===== src/source/ifm_buf_pkg.sv =====
package ifm_buf_pkg;

    // ~~~~~~~~~~~~~~~~~~~~~~~~~~~~~~~~~~~~~~~~~~~~~~~~~~~~~~~~~~~~~~~~~~~~~~~~~~~
    // sizes
    // ~~~~~~~~~~~~~~~~~~~~~~~~~~~~~~~~~~~~~~~~~~~~~~~~~~~~~~~~~~~~~~~~~~~~~~~~~~~
    localparam int NUM_LANES   = 16;                // lanes per row.
    localparam int DATA_WIDTH  = 16;                // bits per activation.
    localparam int ROW_WIDTH   = NUM_LANES * DATA_WIDTH;
    localparam int FIFO_DEPTH  = 32;                // words per bank.
    localparam int PTR_WIDTH   = $clog2(FIFO_DEPTH);
    localparam int PIXEL_WIDTH = 14;
    localparam int TILE_WIDTH  = 14;
    localparam int OFM_WIDTH   = 9;
    localparam int SIZE_WIDTH  = 5;
    localparam int WINDOW      = 9;                 // 3x3 kernel window.
    localparam int PAD_KERNEL  = 3;

    // ~~~~~~~~~~~~~~~~~~~~~~~~~~~~~~~~~~~~~~~~~~~~~~~~~~~~~~~~~~~~~~~~~~~~~~~~~~~
    // padding actions
    // ~~~~~~~~~~~~~~~~~~~~~~~~~~~~~~~~~~~~~~~~~~~~~~~~~~~~~~~~~~~~~~~~~~~~~~~~~~~
    localparam logic [1:0] PAD_PASS  = 2'd0;
    localparam logic [1:0] PAD_ZERO  = 2'd1;
    localparam logic [1:0] PAD_SHIFT = 2'd2;        // up one lane.
    localparam logic [1:0] PAD_TRUNC = 2'd3;        // drop highest valid lane.

    // ~~~~~~~~~~~~~~~~~~~~~~~~~~~~~~~~~~~~~~~~~~~~~~~~~~~~~~~~~~~~~~~~~~~~~~~~~~~
    // types
    // ~~~~~~~~~~~~~~~~~~~~~~~~~~~~~~~~~~~~~~~~~~~~~~~~~~~~~~~~~~~~~~~~~~~~~~~~~~~
    typedef union packed {
        logic [ROW_WIDTH-1:0]                  word;  // flat bus view.
        logic [NUM_LANES-1:0][DATA_WIDTH-1:0]  lane;  // lane 0 in the low bits.
    } ifm_row_u;

    typedef struct packed {
        logic [1:0]            kernel_size;
        logic [3:0]            count_layer;
        logic [OFM_WIDTH-1:0]  ofm_size;
        logic [TILE_WIDTH-1:0] count_tiling;    // 1-based tile index.
        logic [SIZE_WIDTH-1:0] read_ifm_size;   // valid lanes in the row.
    } layer_cfg_t;

    typedef struct packed {
        logic                 rd_clr;
        logic                 wr_clr;
        logic                 wr_en;
        logic [NUM_LANES-1:0] rd_en;            // one strobe per lane.
    } bank_ctrl_t;

endpackage


===== src/source/ifm_pad_shaper.sv =====
module ifm_pad_shaper
    import ifm_buf_pkg::*;
(
    input  ifm_row_u              data_in,
    input  logic [SIZE_WIDTH-1:0] read_ifm_size,
    input  logic [1:0]            pad_action,
    output ifm_row_u              row_padded
);

    ifm_row_u masked;
    ifm_row_u shifted;
    ifm_row_u truncated;

    // ~~~~~~~~~~~~~~~~~~~~~~~~~~~~~~~~~~~~~~~~~~~~~~~~~~~~~~~~~~~~~~~~~~~~~~~~~~~
    // lane masking
    // ~~~~~~~~~~~~~~~~~~~~~~~~~~~~~~~~~~~~~~~~~~~~~~~~~~~~~~~~~~~~~~~~~~~~~~~~~~~
    always_comb begin
        for (int k = 0; k < NUM_LANES; k++) begin
            if (k < int'(read_ifm_size)) begin
                masked.lane[k] = data_in.lane[k];
            end else begin
                masked.lane[k] = '0;                // lane beyond valid width.
            end
        end
    end

    // ~~~~~~~~~~~~~~~~~~~~~~~~~~~~~~~~~~~~~~~~~~~~~~~~~~~~~~~~~~~~~~~~~~~~~~~~~~~
    // padded variants of the masked row
    // ~~~~~~~~~~~~~~~~~~~~~~~~~~~~~~~~~~~~~~~~~~~~~~~~~~~~~~~~~~~~~~~~~~~~~~~~~~~
    always_comb begin
        shifted.lane[0] = '0;                       // left border pixel.
        for (int k = 1; k < NUM_LANES; k++) begin
            shifted.lane[k] = masked.lane[k-1];
        end
    end

    always_comb begin
        for (int k = 0; k < NUM_LANES; k++) begin
            if (k == int'(read_ifm_size) - 1) begin
                truncated.lane[k] = '0;             // right border pixel.
            end else begin
                truncated.lane[k] = masked.lane[k];
            end
        end
    end

    always_comb begin
        case (pad_action)
            PAD_ZERO:  row_padded.word = '0;
            PAD_SHIFT: row_padded      = shifted;
            PAD_TRUNC: row_padded      = truncated;
            default:   row_padded      = masked;
        endcase
    end

endmodule


===== config.mk =====
export PLATFORM = sky130hd
export DESIGN_NAME = ifm_pad_shaper
export DESIGN_NICKNAME = d
export VERILOG_FILES = /design/src/source/ifm_buf_pkg.sv /design/src/source/ifm_pad_shaper.sv
export SDC_FILE = /design/constraint.sdc
export NUM_CORES = 1
export LEC_CHECK = 0
export BUFFER_PORTS_ARGS = -buffer_cell sky130_fd_sc_hd__buf_2
export CAP_MARGIN = 25
export CORE_AREA = 8 8 193 195
export DETAILED_ROUTE_END_ITERATION = 8
export DIE_AREA = 0 0 201 203
export PLACE_DENSITY = 0.32
export REMOVE_ABC_BUFFERS = 1
export SLEW_MARGIN = 25
export SYNTH_ARGS = -nofsm -noshare
export SYNTH_HDL_FRONTEND = slang
export SYNTH_SLANG_ARGS = --single-unit

===== constraint.sdc =====
create_clock -name vclk -period 1.8
set_input_delay 0.09 -clock vclk [all_inputs]
set_output_delay 0.09 -clock vclk [all_outputs]
set_load 0.02 [all_outputs]

=== After elaboration in Yosys (flattened, before gate mapping) ===
Cells that the tools add are included.

* Add/subtract/negate cells: 1
* Reduce and logical (&&, ||, !) cells: 1
* Multiplexer cells: 33
* Equality and inequality tests: 18
* $lt $le $gt $ge: 16

{| class="wikitable"
|+ Operator list
! kind !! count
|-
| one-hot mux 256 bit (3 select lines) || 1
|-
| 2-to-1 mux 16 bit || 32
|-
| == test 5 x 6 -> 1 bit (first input constant) || 8
|-
| less-than comparator 4 x 5 -> 1 bit (first input constant) || 8
|-
| logical NOT 32 bit || 1
|-
| == test 4 x 6 -> 1 bit (first input constant) || 4
|-
| less-than comparator 3 x 5 -> 1 bit (first input constant) || 4
|-
| == test 3 x 6 -> 1 bit (first input constant) || 2
|-
| less-than comparator 1 x 5 -> 1 bit (first input constant) || 2
|-
| less-than comparator 2 x 5 -> 1 bit (first input constant) || 2
|-
| == test 2 x 6 -> 1 bit (first input constant) || 1
|-
| subtractor 5 x 1 -> 6 bit (second input constant) || 1
|-
| == test 2 bit (second input constant) || 2
|-
| == test 2 x 1 -> 1 bit (second input constant) || 1
|}

* Register bits after elaboration: 0
* Input bits: 263
* Logic and storage cells: 69
* Output and inout port bits: 256

=== Logic depth before layout (Yosys ltp) ===
* Depth in word-level cells: 4
* Depth in mapped cells: 6
* Depth with buffers taken out: 3

=== Worst setup path after synthesis ===
No wires, ideal clock.

* Kind: input to output
* Start: in pad_action[0]
* End: out row_padded[11] in the netlist's numbering
* Path buffers: 3
* Data arrival time: 1.527 ns
* Required time: 1.710 ns
* Path slack: 0.183 ns
* Cell stages on the path: 6
* Cell sequence: buf_4 or2_0 buf_4 a21o_1 clkbuf_1 a21boi_0

{| class="wikitable"
|+ RTL lines
! item !! RTL line !! source
|-
| start, declared || ifm_pad_shaper.sv:6 || <nowiki>input logic [1:0] pad_action,</nowiki>
|-
| end, declared || ifm_pad_shaper.sv:7 || <nowiki>output ifm_row_u row_padded</nowiki>
|}

==> impl_metrics.csv <==
group,metric,value,unit
logic_synthesis,syn_inst,397,
min_path,hp-start,"data_in[97]",
critical_path,critPathKind,"input port to primary output",
logic_synthesis,synth_cell_types,41,
logic_synthesis,synthTopCellsByArea,"a22o_1 62%, nand2_1 3.9%, buf_2 3.8%",
pwr,comb_power_share,100.0,%
floorplan,core-area,34120,um^2
cts,ctsHoldBuffers,0,
placement,io_buffers,519,
drt,vias_per_cell,4.523,
floorplan,io_pins,519,
critical_path,crit_start,"pad_action[1]",
floorplan,num_rows,68,
final_layout,clockBufferCount,0,
timing,fmax,564.9,MHz
final_layout,syn_to_final_growth,130.7,%
run_status,status,"completed",
placement,place_inst,1400,
timing,worst_pin_slew,0.5786,ns
timing,final_max_slew_viol_count,0,
pwr,leakage,3.996,nW
critical_path,arrival,1.68,ns
critical_path,cp-end-kind,"primary output",
final_layout,drive_gt1_share,67.54,%
drt,routed_wl,36280,um
final_layout,nFlopsAndLatches,0,
grt,grt_max_degree,17,
min_path,worstHoldEndpoint,"row_padded[113]",
grt,grt_usage,16.24,%
pwr,peakVddDrop,148.3,uV
timing,slew-limit-headroom,61.34,%
grt,gr-total-overflow,0,
logic_synthesis,netlist_area,3176,um^2
placement,dpl-instance-area,7019,um^2
timing,hold_viol,0,
drt,antenna_left,0,
logic_synthesis,ys_warn_count,0,
pwr,swShare,59.18,%
logic_synthesis,synth_top_area_cell,"a22o_1",
drt,post_drt_wl_per_cell,25.68,um
timing,finalSetupTns,0,ns
pwr,internal_power,1.316,mW
drt,dr.pass1.iters,5,
grt,antenna_found_initial,0,
grt,grt_pass1_wl,50390,um
final_layout,postLayoutCellArea,7325,um^2
placement,dp.final_hpwl,31220,um
timing,rsz0062_at_grt,"yes",
critical_path,critical_path_required,1.71,ns
critical_path,cp_max_fo,16,
min_path,min_path_cells,3,
floorplan,die_area,40800,um^2
final_layout,stdcell_count,1413,
floorplan,start_util,9.308,%
min_path,hold_path_class,"input port to primary output",
final_layout,final_cell_mix,"500 x buf_2, 223 x a22o_1, 67 x buf_4",
logic_synthesis,ys_seq_area_share,0,%
timing,period_needed,1.770,ns
run,maxCapViolCount,0,
final_layout,fin_util,21.47,%
final_layout,nets,1223,
grt,grt_pass1_vias,7108,
floorplan,die_h,203,um
drt,route.detailed.drc,0,
pwr,switching_power,1.907,mW
floorplan,die_w,201,um
logic_synthesis,avgSynthCellArea,7.999,um^2
final_layout,seqCellArea,0,um^2
final_layout,diodes,0,
pwr,power,3.223,mW
pwr,power_frac_clock,0,%
drt,drt_first_iter_violations,383,
placement,finalWeightedCongestion,0.8673,
drt,vias,6391,
critical_path,critPathLaunchType,"input port",
pwr,power_density,440.0,nW/um^2
pwr,p_seq_share,0,%
logic_synthesis,synth_top_cell_area_share,61.78,%
final_layout,mostFrequentLayoutCell,"buf_2",
timing,min_period_over_period,98.35,%
timing,finalSetupViolCount,0,
==> cell usage after synthesis (all sizes together), types with 2 or more instances <==
cell type and n:
a22o 224, buf 39, nand2 33, a21boi 17, o22ai 17, nor2 9
a211oi 8, clkbuf 8, a21oi 7, nor3 5, inv 3, nand2b 3
nor4 3, o211ai 3, a311oi 2, nor2b 2, o32ai 2
==> final cells by class <==
class                      instances  area (um^2)
fill                            3943        26790
inverter                           3        11.26
timing repair buffer             608         3776
tap                              455        569.3
multi-input combinational        347         2968
==> critical path, cell delays in order <==
cell	delay, ns
buf_2	0.13
xor2_2	0.37
buf_4	0.32
o22ai_2	0.12
buf_12	0.17
a22o_1	0.28
buf_2	0.18
==> per-layer routing <==
| metal | up-vias | track usage [%] | routed length (um) |
|---|---|---|---|
| li1 | 2847 | - | - |
| met1 | 3053 | 18.53 | 14260 |
| met2 | 443 | 29.61 | 17950 |
| met3 | 48 | 4.319 | 3142 |
| met4 | 0 | 3.968 | 929 |
| met5 | - | 0 | 0 |
==> repair_timing <==
action | 4_1_cts | 5_1_grt
gates cloned | 1 | 0
endpoints found under the hold margin | 0 | 0
endpoints found under the setup margin | 84 | 64
resized for setup | 15 | 21
pin swaps | 9 | 4
buffers inserted | 11 | 2
==> how the worst max path moves through the flow <==
stage	slack, ns	cells after the start	endpoint
global placement	-0.16	6	row_padded[49]
floorplan	0.14	3	row_padded[176]
CTS	-0.02	8	row_padded[190]
detailed placement	-0.20	6	row_padded[50]
global route	-0.002	9	row_padded[117]
finish	0.03	7	row_padded[99]
==> per-stage QoR <==
step / hold WS (ns) / setup WS [ns]
global route: 0.5380 / -0.002330
finish: 0.5262 / 0.02965
CTS: 0.5332 / -0.01734
floorplan: 0.3708 / 0.1372
global placement: 0.5339 / -0.1624
detailed placement: 0.5322 / -0.1956
==> power groups by stage <==
stage | clock [mW] | sequential (mW) | combinational (mW)
final | 0 | 0 | 3.22
after detailed placement | 0 | 0 | 3.10
after global placement | 0 | 0 | 3.13
after CTS | 0 | 0 | 3.22
after floorplan | 0 | 0 | 1.47
after global routing | 0 | 0 | 3.39
==> cell families after synthesis <==
family | count (synthesis) | share of synthesized area [%]
and+or+nand+nor | 60 | 10.21
buffers and inverters | 50 | 8.865
xor gates and xnor gates | 1 | 0.5124
AOI/OAI and AO/OA | 286 | 80.42
No activity file was read; power rests on OpenSTA's default activity.
