## src/source/ifm_buf_pkg.sv

```systemverilog
package ifm_buf_pkg;

    // ~~~~~~~~~~~~~~~~~~~~~~~~~~~~~~~~~~~~~~~~~~~~~~~~~~~~~~~~~~~~~~~~~~~~~~~~~~~
    // sizes
    // ~~~~~~~~~~~~~~~~~~~~~~~~~~~~~~~~~~~~~~~~~~~~~~~~~~~~~~~~~~~~~~~~~~~~~~~~~~~
    localparam int NUM_LANES   = 16;                // lanes per row.
    localparam int DATA_WIDTH  = 16;                // bits per activation.
    localparam int ROW_WIDTH   = NUM_LANES * DATA_WIDTH;
    localparam int FIFO_DEPTH  = 32;                // words per bank.
    localparam int PTR_WIDTH   = $clog2(FIFO_DEPTH);
    localparam int PIXEL_WIDTH = 14;
    localparam int TILE_WIDTH  = 14;
    localparam int OFM_WIDTH   = 9;
    localparam int SIZE_WIDTH  = 5;
    localparam int WINDOW      = 9;                 // 3x3 kernel window.
    localparam int PAD_KERNEL  = 3;

    // ~~~~~~~~~~~~~~~~~~~~~~~~~~~~~~~~~~~~~~~~~~~~~~~~~~~~~~~~~~~~~~~~~~~~~~~~~~~
    // padding actions
    // ~~~~~~~~~~~~~~~~~~~~~~~~~~~~~~~~~~~~~~~~~~~~~~~~~~~~~~~~~~~~~~~~~~~~~~~~~~~
    localparam logic [1:0] PAD_PASS  = 2'd0;
    localparam logic [1:0] PAD_ZERO  = 2'd1;
    localparam logic [1:0] PAD_SHIFT = 2'd2;        // up one lane.
    localparam logic [1:0] PAD_TRUNC = 2'd3;        // drop highest valid lane.

    // ~~~~~~~~~~~~~~~~~~~~~~~~~~~~~~~~~~~~~~~~~~~~~~~~~~~~~~~~~~~~~~~~~~~~~~~~~~~
    // types
    // ~~~~~~~~~~~~~~~~~~~~~~~~~~~~~~~~~~~~~~~~~~~~~~~~~~~~~~~~~~~~~~~~~~~~~~~~~~~
    typedef union packed {
        logic [ROW_WIDTH-1:0]                  word;  // flat bus view.
        logic [NUM_LANES-1:0][DATA_WIDTH-1:0]  lane;  // lane 0 in the low bits.
    } ifm_row_u;

    typedef struct packed {
        logic [1:0]            kernel_size;
        logic [3:0]            count_layer;
        logic [OFM_WIDTH-1:0]  ofm_size;
        logic [TILE_WIDTH-1:0] count_tiling;    // 1-based tile index.
        logic [SIZE_WIDTH-1:0] read_ifm_size;   // valid lanes in the row.
    } layer_cfg_t;

    typedef struct packed {
        logic                 rd_clr;
        logic                 wr_clr;
        logic                 wr_en;
        logic [NUM_LANES-1:0] rd_en;            // one strobe per lane.
    } bank_ctrl_t;

endpackage

```

## src/source/ifm_lane_fifo.sv

```systemverilog
module ifm_lane_fifo
    import ifm_buf_pkg::*;
#(
    parameter int LANE = 0
) (
    input  logic                  clk,
    input  logic                  rst_n,
    input  bank_ctrl_t            bank1,
    input  bank_ctrl_t            bank2,
    input  logic                  ifm_mux,
    input  logic [DATA_WIDTH-1:0] data_in,
    output logic [DATA_WIDTH-1:0] data_out
);

    bank_ctrl_t            ctrl    [2];
    logic [DATA_WIDTH-1:0] rd_word [2];

    assign ctrl[0] = bank1;
    assign ctrl[1] = bank2;

    // ~~~~~~~~~~~~~~~~~~~~~~~~~~~~~~~~~~~~~~~~~~~~~~~~~~~~~~~~~~~~~~~~~~~~~~~~~~~
    // two identical banks, one fills while the other drains
    // ~~~~~~~~~~~~~~~~~~~~~~~~~~~~~~~~~~~~~~~~~~~~~~~~~~~~~~~~~~~~~~~~~~~~~~~~~~~
    for (genvar b = 0; b < 2; b++) begin : g_bank
        logic [DATA_WIDTH-1:0] mem [FIFO_DEPTH];
        logic [PTR_WIDTH-1:0]  wr_ptr;
        logic [PTR_WIDTH-1:0]  rd_ptr;
        logic [DATA_WIDTH-1:0] rd_reg;
        logic                  rd_en;

        assign rd_en = ctrl[b].rd_en[LANE];

        always_ff @(posedge clk) begin
            if (ctrl[b].wr_en && !ctrl[b].wr_clr) begin
                mem[wr_ptr] <= data_in;
            end
        end

        always_ff @(posedge clk or negedge rst_n) begin
            if (!rst_n) begin
                wr_ptr <= '0;
            end else if (ctrl[b].wr_clr) begin
                wr_ptr <= '0;
            end else if (ctrl[b].wr_en) begin
                wr_ptr <= wr_ptr + 1'b1;            // wraps, oldest word lost.
            end
        end

        always_ff @(posedge clk or negedge rst_n) begin
            if (!rst_n) begin
                rd_ptr <= '0;
                rd_reg <= '0;
            end else if (ctrl[b].rd_clr) begin
                rd_ptr <= '0;
            end else if (rd_en) begin
                rd_reg <= mem[rd_ptr];
                rd_ptr <= rd_ptr + 1'b1;
            end
        end

        assign rd_word[b] = rd_reg;
    end

    assign data_out = ifm_mux ? rd_word[1] : rd_word[0];   // bank 2 when high.

endmodule

```

## config.mk

```make
export PLATFORM = sky130hd
export DESIGN_NAME = ifm_lane_fifo
export DESIGN_NICKNAME = d
export VERILOG_FILES = /design/src/source/ifm_buf_pkg.sv /design/src/source/ifm_lane_fifo.sv
export SDC_FILE = /design/constraint.sdc
export NUM_CORES = 1
export LEC_CHECK = 0
export BUFFER_PORTS_ARGS = -buffer_cell sky130_fd_sc_hd__buf_2
export CORE_MARGIN = 2
export CORE_UTILIZATION = 33
export CTS_CLUSTER_DIAMETER = 100
export CTS_CLUSTER_SIZE = 20
export DETAILED_ROUTE_END_ITERATION = 7
export SETUP_SLACK_MARGIN = 0.1
export SLEW_MARGIN = 20
export SYNTH_ARGS = -nofsm -noshare
export SYNTH_HDL_FRONTEND = slang
export SYNTH_SLANG_ARGS = --single-unit
```

## constraint.sdc

```tcl
create_clock -name clk -period 2.1 [get_ports clk]
set_input_delay 0.315 -clock clk [delete_from_list [all_inputs] [get_ports clk]]
set_output_delay 0.315 -clock clk [all_outputs]
set_load 0.02 [all_outputs]
```

# Word-level counts from Yosys, hierarchy flattened
# Memory sizes are Yosys's and may differ from the RTL's. A register that Yosys moved wholly into a read port is not among the register bits.
# Index checks and enable logic that the tools add are counted.
# word_totals
regBits	20
ram_bits	1024
inputBits	57
out_inout_bits	16
word_cells	37
mem_count	2
# op_classes
addsub	4
muxes	13
n_bitwise	2
n_reduce_logical	12
# mem_list
name	depth	word_bits	read_ports	rd_clocked_by_memory_dff	write_ports	line	rtl
g_bank[0].mem	32	16	1	1	1	ifm_lane_fifo.sv:25	logic [DATA_WIDTH-1:0] mem [FIFO_DEPTH];
g_bank[1].mem	32	16	1	1	1	ifm_lane_fifo.sv:25	
# op_table
cell	n
$mux 5	8
$add 5x1->5 const B	4
$mux 16	1
$reduce_bool 2->1	4
$logic_not 1->1	4
$mux 1	4
$reduce_and 2->1	2
$logic_and 1x1->1	2
$not 1->1	2

# Depth between registers and ports, before layout
# Gate-level depths: netlist of run 1.
# logic_depth
ltp_word	4
mapped_depth	9
depth_no_buf	4

# Worst setup path before layout of run 1
# No wires, ideal clock.
# synth_timing
path_kind	register -> register
from	reg g_bank[1].wr_ptr[3]
to	mem g_bank[1].mem[7][0], enable pin
setup_time_ns	0.388
arrival_time_ns	1.767
t_required_ns	1.712
path_slack_ns	-0.055
stages_incl_launch_ff	4
path_buffers	1
synth_period_minus_slack_ns	2.155
path_cell_list	dfrtp_1 -> clkbuf_1 -> or3b_2 -> nor2_1
# synth_lines
element	line	rtl
start, declared	ifm_lane_fifo.sv:26	logic [PTR_WIDTH-1:0] wr_ptr;
start signal, assigned	ifm_lane_fifo.sv:45	wr_ptr <= wr_ptr + 1'b1;
end, declared	ifm_lane_fifo.sv:25	
# Straight into the memory's write port.

==> flow_summary.json, run 1 <==
{
  "outcome": "complete, but fails checks",
  "violations": "setup timing",
  "ys_warn_count": 0,
  "synth_edf_count": 1024,
  "ant_nets": 0,
  "crit_family": "multiplexers",
  "root_buffer": "clkbuf_16",
  "worstSkewPairLatency_ps": 670,
  "vias": 20570,
  "dieWidth_um": 359.6,
  "avgSynthCellArea_sq_um": 21.00,
  "postSynthCellCount": 1987,
  "port_buffers": 42,
  "setup_viol": 3,
  "ys_seq_area_share_pct": 76.82,
  "ioPinCount": 73,
  "mostFrequentLayoutCell": "edfxtp_1",
  "max-cap-violations": 0,
  "hpwl_um": 63580,
  "nets": 2322,
  "synthesis.area_sq_um": 41720,
  "final.setup_skew_ps": 36.27,
  "wire_per_inst_um": 25.84,
  "hp-class": "input pin to flip-flop",
  "most-common-layout-cells": "1024 x edfxtp_1, 215 x mux4_2, 151 x buf_4",
  "arrival_ps": 2670,
  "antenna_found_initial": 3,
  "rsz0062_at_grt": "yes",
  "fin_setup_tns_ps": -75.71,
  "cts.sinks": 1076,
  "grt_pass1_vias": 21210,
  "rows": 130,
  "dpl_cell_area_sq_um": 46300,
  "path_clk_slew_ps": 90,
  "nFillCells": 11110,
  "p_total_mw": 39.90,
  "syn2layout_area_growth_pct": 19.31,
  "final_util_pct": 39.64,
  "grt_first_pass_wirelength_um": 148300,
  "design.core.area_sq_um": 125600,
  "grt_start_max_net_pins": 65,
  "crit_path_max_fanout": 5,
  "slowest_delay_ps": 500,
  "tightestPinTransition_ps": 1086,
  "drv_slew": 0,
  "drive_gt1_share_pct": 34.82,
  "dieHeight_um": 359.6,
  "finalWorstSetupSlack_ps": -59.61,
  "start_kind": "flip-flop",
  "grt.overflow.total": 0,
  "cts_max_path_buffers": 3,
  "p_leak_nw": 15.32,
  "ys_types": 46,
  "max_freq_ghz": 0.4630,
  "synthArstFlopShare_pct": 4.833,
  "path_class": "flip-flop to flip-flop",
  "stdcell_area_sq_um": 49780,
  "crit_chain": "buf_12 -> mux4_2 -> mux2_4 -> a2111oi_4 -> buf_4 -> a211oi_2",
  "grt_usage_pct": 15.51,
  "vdd_drop_max_uv": 587.7,
  "finalCriticalPeriod_ps": 2160,
  "slew_headroom_pct": 27.27,
  "synthesis.nets": 2054,
  "ys_ff_latch": 1076,
  "drc": 0,
  "wirelength_um": 102300,
  "fin_crit_sh_pct": 102.8,
  "cts_made_buffers": 59,
  "hold_viol": 0,
  "largest_register_ffs": 1024,
  "critPathBufInv": 2,
  "htreeDepth": 2,
  "end_kind": "flip-flop",
  "drtIter0Drc": 2134,
  "drt_pass1_iterations": 7,
  "tritoncts": "yes",
  "slowest_stage": "mux4_2",
  "power.density_nw_per_um2": 801.5,
  "ys.flop_type": "edfxtp_1",
  "floorplan.initialDensity_pct": 33.23,
  "worstPathRequired_ps": 2620,
  "gp_congestion": 0.8520,
  "die_area_sq_um": 129300,
  "vias_per_cell": 5.195
}
-- cells in the mapped netlist (8+ instances only) --
cell / n / area [sq um]
mux2i_1: 102 / 1021
mux2_2: 63 / 709.4
clkbuf_1: 48 / 180.2
o31ai_1: 11 / 82.58
o32ai_1: 15 / 131.4
nand3b_1: 11 / 82.58
ha_1: 10 / 125.1
a21oi_1: 30 / 150.1
o32a_1: 11 / 110.1
buf_2: 49 / 245.2
a221oi_1: 17 / 148.9
edfxtp_1: 1024 / 30750
buf_1: 9 / 33.78
xor2_1: 11 / 96.34
a22oi_1: 27 / 202.7
a211o_1: 15 / 131.4
dfrtp_1: 52 / 1301
nand2_1: 37 / 138.9
nor2b_1: 8 / 50.05
nor3_1: 29 / 145.1
o22ai_1: 22 / 137.6
mux4_2: 213 / 4797
nor2_1: 94 / 352.8
-- tightest hold or removal path, cell delays in order --
cell,delay (ps)
buf_2,160
mux2i_1,90
nor2_1,100
-- layout make-up --
type | count | area, sq um | share of cell area [%]
Timing Repair Buffer | 323 | 3926 | 7.887
Clock buffer | 109 | 1685 | 3.386
Tap cell | 1650 | 2064 | 4.147
Sequential cell | 1076 | 32080 | 64.44
Multi-Input combinational cell | 789 | 9943 | 19.97
Antenna cell | 3 | 7.507 | 0.01508
Inverter | 6 | 22.52 | 0.04524
Clock inverter | 3 | 55.05 | 0.1106
-- per-stage QoR --
step,hold WS (ps),setup slack [ps],cells
floorplan,19.41,-55.25,1987
global placement,327.3,-536.7,3794
detailed placement,330.8,-608.6,3794
CTS,3.425,-69.72,3948
global route,27.97,-89.98,3956
finish,36.48,-59.61,3959
-- what timing repair did --
action                     CTS  global route
hold buffers                 9             0
resized for setup          134            66
setup buffers               21             5
pin swaps                   23            21
setup endpoints to repair   38            81
hold endpoints to repair    69             0
cloned                      12             3
-- final timing paths --
check	startpoint	to	slack, ps	cells past startpoint
max in group asynchronous	rst_n	g_bank[0].rd_ptr[1]$_DFFE_PN0P_	1520	3
worst max register to register	g_bank[0].rd_ptr[0]$_DFFE_PN0P_	g_bank[0].rd_reg[2]$_DFFE_PN0P_	-60	6
worst min-delay path	bank1[16]	g_bank[0].wr_ptr[1]$_DFFE_PN0P_	40	3
worst min register to register	g_bank[0].rd_reg[1]$_DFFE_PN0P_	g_bank[0].rd_reg[1]$_DFFE_PN0P_	660	2
min in group asynchronous	rst_n	g_bank[1].wr_ptr[0]$_DFFE_PN0P_	160	3
worst max-delay path	g_bank[0].rd_ptr[0]$_DFFE_PN0P_	g_bank[0].rd_reg[2]$_DFFE_PN0P_	-60	6
-- metal layers --
layer  GRT usage, %  vias to the layer above  routed length, um
met5              0                        -                  0
met1          21.49                    11120              43720
met2          26.25                      618              51170
li1               -                     8755                  -
met3          2.219                       79               5940
met4          2.892                        0               1451
-- power by group --
part	total, mW	internal, mW	leakage [nW]	switching [mW]
Sequential	23.9	23.7	9.82	0.215
Combinational	3.92	1.88	4.68	2.04
Clock	12.1	5.55	0.823	6.55
Total	39.9	31.1	15.3	8.81
-- kinds of logic after synthesis --
family / after synthesis / synth area share (%)
flops: 1076 / 76.82
mux: 380 / 15.77
simple gates: 220 / 2.471
compound gates: 163 / 2.918
buf+inv: 122 / 1.388
xor+xnor: 16 / 0.3359
fa+ha+maj: 10 / 0.2999
Power figures use the tool's default switching activity.
==> inputs of run 2 (changes only) <==
- CELL_PAD_IN_SITES_DETAIL_PLACEMENT: default -> 1
- CELL_PAD_IN_SITES_GLOBAL_PLACEMENT: default -> 1
- PLACE_DENSITY_LB_ADDON: default -> 0.1
==> run 2 against run 1 <==
  * The flow still finishes with violations (setup timing)
  * Clock-buffer cell count shrank 1
  * Hold slack better by 23 ps
  * Die area stayed put
  * Fmax rose by 1.3%
  * Register-to-register slack gained 30 ps
  * Cell area is 1.3% higher
  * Clock power increased by 3%
  * Critical path type unchanged
==> flow_summary.json, run 2 (same netlist as run 1, synthesis figures left out) <==
{
  "dieWidth_um": 359.6,
  "vdd_drop_max_uv": 666.2,
  "power_frac_seq_pct": 58.6,
  "fin_crit_sh_pct": 101.5,
  "dp.cells": 3847,
  "drive_gt1_share_pct": 36.73,
  "use_met1_pct": 27.36,
  "grt_use_met2_pct": 29.20,
  "slowest_stage": "mux4_2",
  "cts_made_buffers": 60,
  "antenna_found_initial": 5,
  "slew_headroom_pct": 53.87,
  "worstSkewPairLatency_ps": 710,
  "finalWorstSetupSlack_ps": -31.28,
  "nFillCells": 11890,
  "internal_power_mw": 31.26,
  "hold_viol": 0,
  "grtUsageMet3_pct": 3.053,
  "critPathBufInv": 2,
  "outcome": "complete, but fails checks",
  "rsz0062_at_grt": "yes",
  "root_buffer": "clkbuf_16",
  "grt_start_max_net_pins": 65,
  "mostFrequentLayoutCell": "edfxtp_1",
  "most-common-layout-cells": "1024 x edfxtp_1, 215 x mux4_2, 197 x buf_4",
  "dieHeight_um": 359.6,
  "seq_area_sq_um": 32090,
  "crit_chain": "buf_16 -> mux4_2 -> mux2_4 -> a2111oi_4 -> buf_4 -> a211oi_2",
  "max_freq_ghz": 0.4692,
  "stdcell_count": 4029,
  "ant_nets": 0,
  "grt_pass1_vias": 22190,
  "tightestPinTransition_ps": 691.9,
  "violations": "setup timing",
  "setup_viol": 10,
  "largest_register_ffs": 1024,
  "drc": 0,
  "port_buffers": 42,
  "combPwrFrac_pct": 10.6,
  "holdWs_ps": 59.74,
  "ioPinCount": 73,
  "nets": 2393,
  "htreeDepth": 2,
  "die_area_sq_um": 129300,
  "multi_input_area_sq_um": 9920,
  "hp-class": "input pin to flip-flop",
  "vias": 20810,
  "end_kind": "flip-flop",
  "drt_pass1_iterations": 5,
  "floorplan.initialDensity_pct": 33.23,
  "gp_congestion": 0.7755,
  "wirelength_um": 119700,
  "grt_first_pass_wirelength_um": 169900,
  "power.density_nw_per_um2": 806.9,
  "grt.overflow.total": 0,
  "top_usage_layer": "met2",
  "switching_share_pct": 23.20,
  "cts.sinks": 1076,
  "power_frac_clock_pct": 30.8,
  "wire_per_inst_um": 29.70,
  "max-cap-violations": 0,
  "path_class": "flip-flop to flip-flop",
  "hpwl_um": 75080,
  "path_clk_slew_ps": 90,
  "p_switching_mw": 9.443,
  "tritoncts": "yes",
  "crit_family": "multiplexers",
  "slowest_delay_ps": 500,
  "finalCriticalPeriod_ps": 2131,
  "cts_max_path_buffers": 3,
  "start_kind": "flip-flop",
  "crit_path_max_fanout": 6,
  "arrival_ps": 2720,
  "final.setup_skew_ps": 26.12,
  "design.core.area_sq_um": 125600,
  "p_leak_nw": 15.72,
  "syn2layout_area_growth_pct": 20.90,
  "r2r_slack_ps": -30,
  "vias_per_cell": 5.165,
  "worstPathRequired_ps": 2690,
  "drtIter0Drc": 1671,
  "drv_slew": 0,
  "rows": 130,
  "grt_usage_pct": 18.50
}
==> run 2: timing repair <==
action / in CTS / in global routing
setup endpoints to repair: 48 / 40
hold endpoints to repair: 67 / 0
pin swaps: 31 / 26
hold buffers: 8 / 0
resized for setup: 199 / 49
setup buffers: 36 / 17
gates cloned: 6 / 2
==> run 2: worst reg2reg max path: cells and delay by family, from the launching register on <==
kind	cells	cell delay (ps)
muxes	2	830
buffers and inverters	2	350
AOI/OAI and AO/OA	2	360
DFF	1	490
==> run 2: per-stage QoR <==
step / total power, mW / instance area (sq um) / setup TNS (ps) / utilization, % / setup slack (ps)
3_3_place_gp: 27.90 / 46780 / -7421 / 37.26 / -606.5
5_1_grt: 42.08 / 50440 / -1322 / 40.17 / -114.5
4_1_cts: 41.05 / 50020 / -891.3 / 39.84 / -79.82
2_1_floorplan: 26.08 / 41790 / -14380 / - / -55.25
3_5_place_dp: 27.96 / 46780 / -7588 / 37.26 / -612.6
6_report: 40.70 / 50440 / -128.5 / 40.17 / -31.28
==> run 2: power by group through the flow <==
stage	clock, mW	combinational, mW	sequential (mW)
after floorplan	0	1.88	24.2
after global routing	13.6	4.57	23.9
after global placement	0	3.51	24.4
after detailed placement	0	3.56	24.4
after CTS	13.0	4.21	23.9
final	12.5	4.30	23.9
==> run 2: final timing paths <==
path / start / endpoint / cells after the start
min in group asynchronous: rst_n / g_bank[1].wr_ptr[1]$_DFFE_PN0P_ / 3
worst min-delay path: data_in[6] / g_bank[1].mem[7][6]$_DFFE_PP_ / 1
worst max-delay path: g_bank[0].rd_ptr[0]$_DFFE_PN0P_ / g_bank[0].rd_reg[0]$_DFFE_PN0P_ / 6
worst max register to register: g_bank[0].rd_ptr[0]$_DFFE_PN0P_ / g_bank[0].rd_reg[0]$_DFFE_PN0P_ / 6
worst min register to register: g_bank[0].rd_reg[3]$_DFFE_PN0P_ / g_bank[0].rd_reg[3]$_DFFE_PN0P_ / 2
max in group asynchronous: rst_n / g_bank[0].rd_ptr[0]$_DFFE_PN0P_ / 3
==> run 2: cell type report <==
cell class	instances	share of cell area (%)
Timing Repair Buffer	393	9.103
Multi-Input combinational cell	789	19.66
Antenna cell	2	0.009922
Inverter	6	0.04465
Tap cell	1650	4.093
Clock inverter	5	0.09426
Sequential cell	1076	63.61
Clock buffer	108	3.376
==> run 2: routing by layer <==
| layer | vias to the layer above | part of all wire (%) |
|---|---|---|
| li1 | 8908 | - |
| met1 | 11460 | 48 |
| met2 | 341 | 47 |
| met3 | 99 | 4.2 |
| met4 | 2 | 1.4 |
| met5 | - | 0.0058 |
==> inputs of run 3 (changes only) <==
- clock period: 2.1 -> 2.4 ns (I/O delays scaled with it)
==> run 3 against run 2 <==
  * Die area stayed put
  * First-iteration DRC count is 1.0% higher
  * Largest power group unchanged
  * Sequential share of layout area is 2.9 points higher
  * The flow now finishes without violations
  * Clock-buffer cell count is 2 higher
  * Clock skew is 6.5 ps lower
  * Critical path depth stayed put
==> flow_summary.json, run 3 (same netlist as run 1, synthesis figures left out) <==
{
  "drive_gt1_share_pct": 29.06,
  "rows": 130,
  "worst_r2r_endpoint": "g_bank[0].rd_reg[2]$_DFFE_PN0P_",
  "outcome": "completed",
  "floorplan.initialDensity_pct": 33.23,
  "wirelength_um": 115600,
  "vias": 20320,
  "cts_max_path_buffers": 3,
  "setup_viol": 0,
  "r2r_slack_ps": 120,
  "dieWidth_um": 359.6,
  "cts.sinks": 1076,
  "crit_chain": "buf_4 -> mux4_2 -> mux2_2 -> a2111oi_2 -> buf_4 -> a211oi_1",
  "worstReg2RegStart": "g_bank[0].rd_ptr[0]$_DFFE_PN0P_",
  "reg2reg_depth": 6,
  "tritoncts": "yes",
  "htreeDepth": 2,
  "vdd_drop_max_uv": 535.9,
  "crit_path_start": "g_bank[0].rd_ptr[0]$_DFFE_PN0P_",
  "slowest_stage": "dfrtp_4",
  "dp.cells": 3775,
  "slowest_delay_ps": 550,
  "cpMostUsedCell": "buf_4",
  "dieHeight_um": 359.6,
  "vias_per_cell": 5.179,
  "root_buffer": "clkbuf_16",
  "power_frac_seq_pct": 59.9,
  "path_clk_slew_ps": 90,
  "slew_headroom_pct": 49.32,
  "gp_congestion": 0.7822,
  "nets": 2285,
  "path_class": "flip-flop to flip-flop",
  "rsz0062_at_grt": "yes",
  "hp-start": "data_in[11]",
  "start_kind": "flip-flop",
  "tightestPinTransition_ps": 760.1,
  "drtIter0Drc": 1688,
  "endpoint": "g_bank[0].rd_reg[2]$_DFFE_PN0P_",
  "power_frac_clock_pct": 31.3,
  "drt_pass1_iterations": 4,
  "p_leak_nw": 14.77,
  "finalCriticalPeriod_ps": 2280,
  "critPathBufInv": 2,
  "die_area_sq_um": 129300,
  "power.density_nw_per_um2": 723.9,
  "drc": 0,
  "combPwrFrac_pct": 8.9,
  "hpwl_um": 72130,
  "worstPathRequired_ps": 2950,
  "worstSkewPairLatency_ps": 690,
  "cts_made_buffers": 59,
  "p_switching_mw": 7.944,
  "p_total_mw": 34.91,
  "end_kind": "flip-flop",
  "worst-path-stages": 6,
  "hp-class": "input pin to flip-flop",
  "crit_family": "multiplexers",
  "ioPinCount": 73,
  "mostFrequentLayoutCell": "edfxtp_1",
  "arrival_ps": 2830,
  "hold_viol": 0,
  "syn2layout_area_growth_pct": 15.58,
  "ant_nets": 0,
  "grt_usage_pct": 17.84,
  "drv_slew": 0,
  "most-common-layout-cells": "1024 x edfxtp_1, 213 x mux4_2, 156 x buf_4",
  "fin_crit_sh_pct": 94.99,
  "largest_register_ffs": 1024,
  "port_buffers": 42,
  "wire_per_inst_um": 29.46,
  "grt_first_pass_wirelength_um": 164500,
  "grt.overflow.total": 0,
  "final.setup_skew_ps": 19.62,
  "max-cap-violations": 0,
  "max_freq_ghz": 0.4386,
  "antenna_found_initial": 7,
  "nFillCells": 12080,
  "internal_power_mw": 26.97,
  "stdcell_count": 3923,
  "grt_start_max_net_pins": 65,
  "switching_share_pct": 22.76,
  "grt_pass1_vias": 21510,
  "design.core.area_sq_um": 125600,
  "crit_path_max_fanout": 6
}
## run 3: repair_timing
action | CTS | global route
hold buffers | 11 | 0
resized for setup | 26 | 19
endpoints found under the hold margin | 81 | 0
buffers inserted | 9 | 8
gates cloned | 1 | 2
setup endpoints to repair | 16 | 17
pin swaps | 0 | 2
## run 3: cell type report
class	instances	area (sq um)	share of cell area, %
diodes	5	12.51	0.02595
clock buffers	110	1710	3.547
clock inverters	1	30.03	0.06227
inverters	6	22.52	0.04670
multi-input cells	789	9276	19.24
flip-flops and latches	1076	32070	66.50
well taps	1650	2064	4.281
repair buffers	286	3038	6.300
## run 3: power by group through the flow
stage          Clock [mW]  Sequential, mW  Combinational, mW
2_1_floorplan           0            21.2               1.64
3_3_place_gp            0            21.3               2.94
3_5_place_dp            0            21.3               2.98
4_1_cts              11.3            20.9               3.10
5_1_grt              11.9            20.9               3.32
6_report             10.9            20.9               3.09
## run 3: worst min path at each step
stage          slack (ps)  cells after the start                         endpoint
3_3_place_gp          390                      2  g_bank[1].wr_ptr[0]$_DFFE_PN0P_
3_5_place_dp          390                      2  g_bank[1].wr_ptr[0]$_DFFE_PN0P_
5_1_grt                60                      1   g_bank[1].mem[7][11]$_DFFE_PP_
4_1_cts                60                      3  g_bank[0].rd_ptr[0]$_DFFE_PN0P_
2_1_floorplan          60                      0  g_bank[0].rd_ptr[0]$_DFFE_PN0P_
6_report               80                      1   g_bank[1].mem[7][11]$_DFFE_PP_
## run 3: worst reg2reg max path, delay by kind of cell (launching register included)
| family | cells | cell delay, ps |
|---|---|---|
| multiplexers | 2 | 780 |
| flip-flops | 1 | 550 |
| AO/OA/AOI/OAI | 2 | 460 |
| buffers and inverters | 2 | 370 |
## run 3: per-stage QoR
stage | setup slack [ps] | setup TNS (ps) | hold slack [ps] | instance area [sq um] | util [%]
6_report | 120.2 | 0 | 81.80 | 48220 | 38.40
5_1_grt | 25.25 | 0 | 58.15 | 48210 | 38.39
4_1_cts | 68.92 | 0 | 60.75 | 47980 | 38.21
3_5_place_dp | -111.8 | -113.8 | 391.4 | 45890 | 36.54
3_3_place_gp | -187.6 | -348.2 | 389.7 | 45890 | 36.54
2_1_floorplan | 244.7 | 0 | 64.41 | 41720 | -
## run 3: layer usage
| layer | global-route usage (%) | vias up | routed length (um) |
|---|---|---|---|
| li1 | - | 8686 | - |
| met5 | 0 | - | 21 |
| met1 | 26.53 | 11180 | 55030 |
| met4 | 3.114 | 4 | 1716 |
| met2 | 27.57 | 354 | 52960 |
| met3 | 3.366 | 91 | 5854 |
